### config.mk
export PLATFORM = sky130hd
export DESIGN_NAME = md5_block
export DESIGN_NICKNAME = d
export VERILOG_FILES = /design/src/logic/kb_pkg.sv /design/src/logic/md5_block.sv
export SDC_FILE = /design/constraint.sdc
export NUM_CORES = 2
export LEC_CHECK = 0
export BUFFER_PORTS_ARGS = -buffer_cell sky130_fd_sc_hd__buf_2
export CORE_MARGIN = 1
export CORE_UTILIZATION = 50
export CTS_CLUSTER_SIZE = 30
export DETAILED_ROUTE_END_ITERATION = 7
export PLACE_DENSITY = 0.67
export SYNTH_ARGS = -nofsm -noshare
export SYNTH_HDL_FRONTEND = slang
export SYNTH_SLANG_ARGS = --single-unit
### constraint.sdc
create_clock -name clk -period 41.7 [get_ports clk]
set_clock_uncertainty 0.05 [all_clocks]
set_input_delay 8.34 -clock clk [delete_from_list [all_inputs] [get_ports clk]]
set_output_delay 8.34 -clock clk [all_outputs]
set_load 0.01 [all_outputs]
### src/logic/kb_pkg.sv
package kb_pkg;

    typedef logic [31:0]  word_t;      // one md5 word
    typedef logic [127:0] block128_t;  // hash, aes key or aes state
    typedef logic [447:0] kb_t;        // key basis
    typedef logic [7:0]   byte_t;      // one aes byte
    typedef logic [3:0]   md5_addr_t;  // message buffer index

    localparam word_t md5_iv_a = 32'h6745_2301;
    localparam word_t md5_iv_b = 32'hefcd_ab89;
    localparam word_t md5_iv_c = 32'h98ba_dcfe;
    localparam word_t md5_iv_d = 32'h1032_5476;

    localparam word_t md5_pad14 = 32'h8000_0000;  // fixed pad word
    localparam word_t md5_pad15 = 32'h0000_0000;

    localparam int md5_rounds = 64;
    localparam int aes_rounds = 10;

    // sine derived step constants
    localparam word_t md5_k_tab [64] = '{
        32'hd76aa478, 32'he8c7b756, 32'h242070db, 32'hc1bdceee,
        32'hf57c0faf, 32'h4787c62a, 32'ha8304613, 32'hfd469501,
        32'h698098d8, 32'h8b44f7af, 32'hffff5bb1, 32'h895cd7be,
        32'h6b901122, 32'hfd987193, 32'ha679438e, 32'h49b40821,
        32'hf61e2562, 32'hc040b340, 32'h265e5a51, 32'he9b6c7aa,
        32'hd62f105d, 32'h02441453, 32'hd8a1e681, 32'he7d3fbc8,
        32'h21e1cde6, 32'hc33707d6, 32'hf4d50d87, 32'h455a14ed,
        32'ha9e3e905, 32'hfcefa3f8, 32'h676f02d9, 32'h8d2a4c8a,
        32'hfffa3942, 32'h8771f681, 32'h6d9d6122, 32'hfde5380c,
        32'ha4beea44, 32'h4bdecfa9, 32'hf6bb4b60, 32'hbebfbc70,
        32'h289b7ec6, 32'heaa127fa, 32'hd4ef3085, 32'h04881d05,
        32'hd9d4d039, 32'he6db99e5, 32'h1fa27cf8, 32'hc4ac5665,
        32'hf4292244, 32'h432aff97, 32'hab9423a7, 32'hfc93a039,
        32'h655b59c3, 32'h8f0ccc92, 32'hffeff47d, 32'h85845dd1,
        32'h6fa87e4f, 32'hfe2ce6e0, 32'ha3014314, 32'h4e0811a1,
        32'hf7537e82, 32'hbd3af235, 32'h2ad7d2bb, 32'heb86d391
    };

    // rotate amounts, four per group of 16 rounds
    localparam logic [4:0] md5_s_tab [16] = '{
        5'd7, 5'd12, 5'd17, 5'd22,
        5'd5, 5'd9,  5'd14, 5'd20,
        5'd4, 5'd11, 5'd16, 5'd23,
        5'd6, 5'd10, 5'd15, 5'd21
    };

    function automatic word_t md5_k(logic [5:0] rnd);
        return md5_k_tab[rnd];
    endfunction

    function automatic logic [4:0] md5_s(logic [5:0] rnd);
        return md5_s_tab[{rnd[5:4], rnd[1:0]}];
    endfunction

    function automatic md5_addr_t md5_g(logic [5:0] rnd);
        case (rnd[5:4])
            2'd0:    return rnd[3:0];
            2'd1:    return md5_addr_t'(5 * rnd + 1);
            2'd2:    return md5_addr_t'(3 * rnd + 5);
            default: return md5_addr_t'(7 * rnd);
        endcase
    endfunction

    function automatic byte_t gf_mul(byte_t a, byte_t b);
        byte_t p;
        byte_t x;
        p = 8'h00;
        x = a;
        for (int i = 0; i < 8; i++) begin
            if (b[i])
                p = p ^ x;
            x = {x[6:0], 1'b0} ^ (x[7] ? 8'h1b : 8'h00);  // xtime
        end
        return p;
    endfunction

    // x^254, which maps zero to zero
    function automatic byte_t gf_inv(byte_t x);
        byte_t r;
        r = x;
        for (int i = 0; i < 6; i++)
            r = gf_mul(gf_mul(r, r), x);
        return gf_mul(r, r);
    endfunction

    function automatic byte_t rotl8(byte_t x, int n);
        return byte_t'((x << n) | (x >> (8 - n)));
    endfunction

    function automatic byte_t aes_sbox(byte_t x);
        byte_t b;
        b = gf_inv(x);
        return b ^ rotl8(b, 1) ^ rotl8(b, 2) ^ rotl8(b, 3) ^ rotl8(b, 4) ^ 8'h63;
    endfunction

    function automatic byte_t aes_inv_sbox(byte_t x);
        byte_t b;
        b = rotl8(x, 1) ^ rotl8(x, 3) ^ rotl8(x, 6) ^ 8'h05;  // inverse affine
        return gf_inv(b);
    endfunction

    function automatic byte_t aes_rcon(logic [3:0] idx);
        byte_t r;
        r = 8'h01;
        for (int j = 2; j <= aes_rounds; j++) begin
            if (j <= idx)
                r = gf_mul(r, 8'h02);
        end
        return r;
    endfunction

endpackage
### src/logic/md5_block.sv
module md5_block import kb_pkg::*; (
    input  logic      clk,
    input  logic      rst,
    input  logic      stall,
    input  logic      msg_we,
    input  md5_addr_t msg_addr,
    input  word_t     msg_word,
    input  logic      start,
    output logic      done,
    output block128_t digest
);

    typedef enum logic [1:0] {
        s_idle,
        s_round,
        s_finish
    } state_t;

    state_t     state;
    logic [5:0] rnd;        // step index, zero while idle
    word_t      msg_buf [16];
    word_t      a_r;
    word_t      b_r;
    word_t      c_r;
    word_t      d_r;

    word_t      a_in;
    word_t      b_in;
    word_t      c_in;
    word_t      d_in;
    word_t      f_w;
    word_t      sum_w;
    word_t      b_nxt;
    logic       step_en;

    function automatic word_t rotl32(word_t x, logic [4:0] s);
        return word_t'((x << s) | (x >> (6'd32 - {1'b0, s})));
    endfunction

    // step zero runs on the start edge straight from the iv
    assign a_in = (state == s_idle) ? md5_iv_a : a_r;
    assign b_in = (state == s_idle) ? md5_iv_b : b_r;
    assign c_in = (state == s_idle) ? md5_iv_c : c_r;
    assign d_in = (state == s_idle) ? md5_iv_d : d_r;

    always_comb begin
        case (rnd[5:4])
            2'd0:    f_w = (b_in & c_in) | (~b_in & d_in);
            2'd1:    f_w = (d_in & b_in) | (~d_in & c_in);
            2'd2:    f_w = b_in ^ c_in ^ d_in;
            default: f_w = c_in ^ (b_in | ~d_in);
        endcase
    end

    assign sum_w   = a_in + f_w + md5_k(rnd) + msg_buf[md5_g(rnd)];
    assign b_nxt   = b_in + rotl32(sum_w, md5_s(rnd));
    assign step_en = ((state == s_idle) && start) || (state == s_round);

    always_ff @(posedge clk) begin
        if (rst) begin
            state <= s_idle;
            rnd   <= '0;
            done  <= 1'b0;
        end else if (!stall) begin
            done <= 1'b0;
            case (state)
                s_idle: begin
                    if (start) begin
                        state <= s_round;
                        rnd   <= 6'd1;
                    end
                end
                s_round: begin
                    rnd <= rnd + 6'd1;  // wraps back to zero
                    if (rnd == 6'(md5_rounds - 1))
                        state <= s_finish;
                end
                s_finish: begin
                    done  <= 1'b1;
                    state <= s_idle;
                end
                default: state <= s_idle;
            endcase
        end
    end

    always_ff @(posedge clk) begin
        if (!stall) begin
            if (msg_we)
                msg_buf[msg_addr] <= msg_word;
            if (step_en) begin
                a_r <= d_in;
                b_r <= b_nxt;
                c_r <= b_in;
                d_r <= c_in;
            end
            if (state == s_finish)
                digest <= {a_r + md5_iv_a, b_r + md5_iv_b, c_r + md5_iv_c, d_r + md5_iv_d};
        end
    end

endmodule

## After elaboration in Yosys (flattened, before gate mapping)

Memory sizes are Yosys's and may differ from the RTL's.
Index checks and enable logic that the tools add are counted.

| operators by class | value |
|---|---|
| $add $sub $neg | 12 |
| multipliers | 3 |
| magnitude comparators | 2 |
| eq/ne operators | 7 |
| shifts and indexed selects | 2 |
| mux-type cells | 19 |
| bitwise gates (word level) | 16 |
| reductions and logical operators | 9 |

Operators with widths:

| cell | count |
|---|---|
| $mux 32 | 6 |
| $add 32x32->32 | 4 |
| $and 32x32->32 | 4 |
| $or 32x32->32 | 4 |
| $pmux 32 s3 | 1 |
| $xor 32x32->32 | 3 |
| $add 32x32->32 const B | 2 |
| $not 32->32 | 2 |
| $add 32x29->32 const B | 1 |
| $add 32x31->32 const B | 1 |
| $shl 32x5->32 | 1 |
| $shr 32x6->32 | 1 |
| $mul 3x6->4 const A | 2 |
| $pmux 4 s3 | 1 |
| $pmux 6 s2 | 1 |
| $mux 5 | 2 |
| $ge 7x7->1 const B | 1 |
| $not 6->7 | 1 |
| $add 6x1->6 const B | 1 |
| $eq 6x6->1 const B | 1 |
| $mul 2x6->4 const A | 1 |
| $mux 6 | 1 |
| $reduce_and 3->1 | 2 |
| $sub 6x5->6 const A | 1 |
| 17 further kinds | 25 |

| storage, ports and cells | value |
|---|---|
| flip-flop bits (word level) | 265 |
| memory bits (writable) | 512 |
| ROM bits | 2128 |
| output and inout bits | 129 |
| word-level logic and storage cells | 81 |
| memories kept | 3 |

Memory list:

| memory | words | width | read ports | clocked after Yosys merged registers in | write ports | RTL line | RTL |
|---|---|---|---|---|---|---|---|
| (no name shown) | 64 | 32 | 1 | 0 | 0 | kb_pkg.sv:49 | `return md5_k_tab[rnd];` |
| msg_buf | 16 | 32 | 1 | 0 | 1 | md5_block.sv:21 | `word_t msg_buf [16];` |
| (no name shown) | 16 | 5 | 1 | 0 | 0 | kb_pkg.sv:53 | `return md5_s_tab[{rnd[5:4], rnd[1:0]}];` |

## Longest topological paths before layout

| depth | value |
|---|---|
| word-level depth | 12 |
| depth in mapped cells | 50 |
| mapped depth without buffers | 47 |

## Least setup slack after synthesis

Ideal clock, no wire load.

| path | value |
|---|---|
| path type | input-to-reg |
| start point | input stall |
| end point | register rnd[3] |
| setup time | 125 ps |
| data arrival time | 18727 ps |
| data required time | 41525 ps |
| slack | 22797 ps |
| stages | 5 |
| buffers on the path | 1 |
| path through | clkbuf_1 > nor3_1 > nand3_1 > xnor2_1 > nor2_1 |

| on the way | value |
|---|---|
| word-level cells in the longest chain between the ends | 2 |

Ends and longest elaborated chain:

| what | RTL line | RTL |
|---|---|---|
| start: declaration | md5_block.sv:4 | `input logic stall,` |
| $not 1->1 (no source line) | n/a |  |
| $reduce_and 3->1 (no source line) | n/a |  |
| end signal: assignment | md5_block.sv:74 | `rnd <= rnd + 6'd1;` |
| end: declaration | md5_block.sv:20 | `logic [5:0] rnd;` |

No other way between the ends.
A chain may end at the register's enable or synchronous reset.

## Worst setup path in the final report

| path | value |
|---|---|
| start point | register rnd[0] |
| end point | register b_r[31] (data pin) |

| on the way | value |
|---|---|
| word-level cells in the longest chain between the ends | 9 |
| elaborated cells on any way between the ends | 22 |
| those cells by class | add/sub: 6; mul: 3; shift: 2; mux: 5; bitwise: 3; memory: 3 |

Ends and longest elaborated chain:

| what | RTL line | RTL |
|---|---|---|
| branches (longest 7 deep; another with $mem_v2 16x32) | n/a |  |
| $or 32x32->32 * | md5_block.sv:37 | `return word_t'((x << s) \| (x >> (6'd32 - {1'b0, s})));` |
| $add 32x32->32 * | md5_block.sv:56 | `assign b_nxt = b_in + rotl32(sum_w, md5_s(rnd));` |
| named net b_nxt[31] | md5_block.sv:33 | `word_t b_nxt;` |
| end signal: assignment | md5_block.sv:93 | `b_r <= b_nxt;` |
| end: declaration | md5_block.sv:23 | `word_t b_r;` |

Mark *: on every way through the listed nets, which the timed path passes. The select of a mux whose other input is x is not followed.

==> results.tsv <==
metric	value	unit
status	finished, final reports clean	
clkSinkCount	777	
worst-path-max-fanout	97	
grt_max_degree	138	
grt_pass1_wl	208700	um
hpwl	96340	um
tightest_slew	1.373	ns
yosysSeqAreaShare	51.46	%
ys_types	91	
gp_congestion	1.031	
port_buffers	169	
grt_pass1_vias	31810	
synth_common_cells	edfxtp_1, nor2_1, nand2_1	
setup_tns	0	ns
coreArea	0.08892	mm2
syn_avg_cell_area	11.66	um2
slew_headroom	8.261	%
ys_async_sr_fraction	0	%
cts-root-buf	clkbuf_16	
hold_viol	0	
layout.cells.non_filler	5157	
synth_seq_cells	777	
hold_class	reg -> reg	
synthDominantCellAreaShare	51.06	%
overflow	0	
drtIter0Drc	4174	
dr.pass1.iters	8	
cp-end-kind	flip-flop	
worst-r2r-setup-slack	28.07	ns
clock_latency	0.67	ns
post_cts_buffers	0	
cts_buffers	81	
place_inst	5009	
required	42.07	ns
vias	33410	
start_util	50.80	%
slew_viol_final	0	
slowest_delay	1.05	ns
rsz0062_at_grt	no	
post_drt_via_cell_ratio	6.478	
path_clk_slew	0.06	ns
crit_family	compound AO/OA/AOI/OAI gates	
antenna_left	0	
drc	0	
cts_max_path_buffers	3	
p_leak	0.01706	uW
final.period_utilization	32.68	%
antenna_found_initial	1	
arrival	13.99	ns
syn_to_final_growth	10.10	%
cpMaxStageDelayCell	ha_1	
wire_per_inst	27.31	um
antennaDiodeCount	0	
cp_common_cell	a21oi_1	
synth_top_flop_cell	edfxtp_1	
yosys.area.top_type	edfxtp_1	
maxCapViolations	0	
io_pins	170	
placed_cell_area	0.04719	mm2
fp.dieW	302.6	um
fin_nets	4129	
p_per_area	59.08	mW/mm2
synthesis.nets	4074	
crit_path_start_kind	flip-flop	
finalHoldWorstSlack	0.4333	ns
die_y	302.6	um
wirelength	140900	um
peakVddDrop	0.00004223	V
setup_viol	0	
synth_most_common_cell	edfxtp_1	
finalInstanceArea	0.04973	mm2
n_fill_cell	7434	
path_buf_inv	5	
multi_input_area	0.02044	mm2
power	2938	uW
dieArea	0.09154	mm2
synth_warnings	0	
min_period	13.63	ns
cts_tree	built	
cts_hold_buf	0	
syn_area	0.04517	mm2
synth_edf_count	768	
synth.area.top_cells	edfxtp_1, mux4_2, nor2_1	
rows	109	
drive_above_1_share	15.06	%
syn_inst	3873	
crit_type	reg -> reg	
track_usage	30.86	%
seqCellArea	0.02325	mm2
cts_resized	0	
fmax	0.07338	GHz
cts_htree_levels	3	
## power by group
group | total, uW | leakage [uW] | switching [uW] | internal, uW
clock network | 700 | 0.00123 | 306 | 393
logic | 1250 | 0.00887 | 794 | 460
registers | 986 | 0.00697 | 58.6 | 927
## cell type report
cell class | count | share of cell area, %
Clock buffer | 104 | 4.335
Clock inverter | 43 | 0.7699
Inverter | 175 | 1.321
Multi-Input combinational cell | 2655 | 41.09
Sequential cell | 777 | 46.76
Tap cell | 1165 | 2.931
Timing Repair Buffer | 238 | 2.788
## final timing paths
path,cells after the start,start,end
max,42,rnd[0]$_SDFFE_PP0P_,b_r[31]$_DFFE_PP_
min,2,done$_SDFFE_PP0N_,done$_SDFFE_PP0N_
max reg2reg,42,rnd[0]$_SDFFE_PP0P_,b_r[31]$_DFFE_PP_
min reg2reg,2,done$_SDFFE_PP0N_,done$_SDFFE_PP0N_
## tightest hold or removal path, cell delays in order (launching register included)
cell,delay (ns)
dfxtp_1,0.32
a21oi_1,0.06
nor2_1,0.07
## state kept, by name, summed over array words and instances, names as in the netlist
signal / cells
d_r: 32
msg_buf: 512
done: 1
a_r: 32
rnd: 6
digest: 128
b_r: 32
state: 2
c_r: 32
## cells in the final DEF, fill, tap and decap left out, types with 53 or more instances in the layout
master / n
a21oi_1: 234
buf_2: 169
buf_4: 66
clkbuf_16: 83
edfxtp_1: 768
fa_1: 66
ha_1: 94
inv_1: 168
mux2i_1: 53
mux4_2: 170
nand2_1: 316
nand2b_1: 87
nand3_1: 71
nor2_1: 339
nor3_1: 89
o21ai_0: 205
xnor2_1: 124
xor2_1: 62
## layer usage
layer | vias to the layer above | GRT usage (%) | wire (um)
li1 | 14780 | - | -
met2 | 1718 | 49.08 | 65800
met1 | 16580 | 42.35 | 57080
met4 | 2 | 13.63 | 6580
met3 | 320 | 4.447 | 11380
met5 | - | 0 | 15
## through the flow
stage	utilization, %	setup WS [ns]
6_report	55.93	28.07
5_1_grt	55.93	27.01
4_1_cts	55.92	28.20
3_5_place_dp	53.07	28.26
3_3_place_gp	53.07	28.48
2_1_floorplan	-	22.80
## cells by family after synthesis
logic type,synth area share (%)
compound gates,13.47
xor+xnor,3.870
fa+ha+maj,5.751
buf+inv,3.715
flops,51.46
mux,10.20
simple gates,11.55
Power figures use the tool's default switching activity.
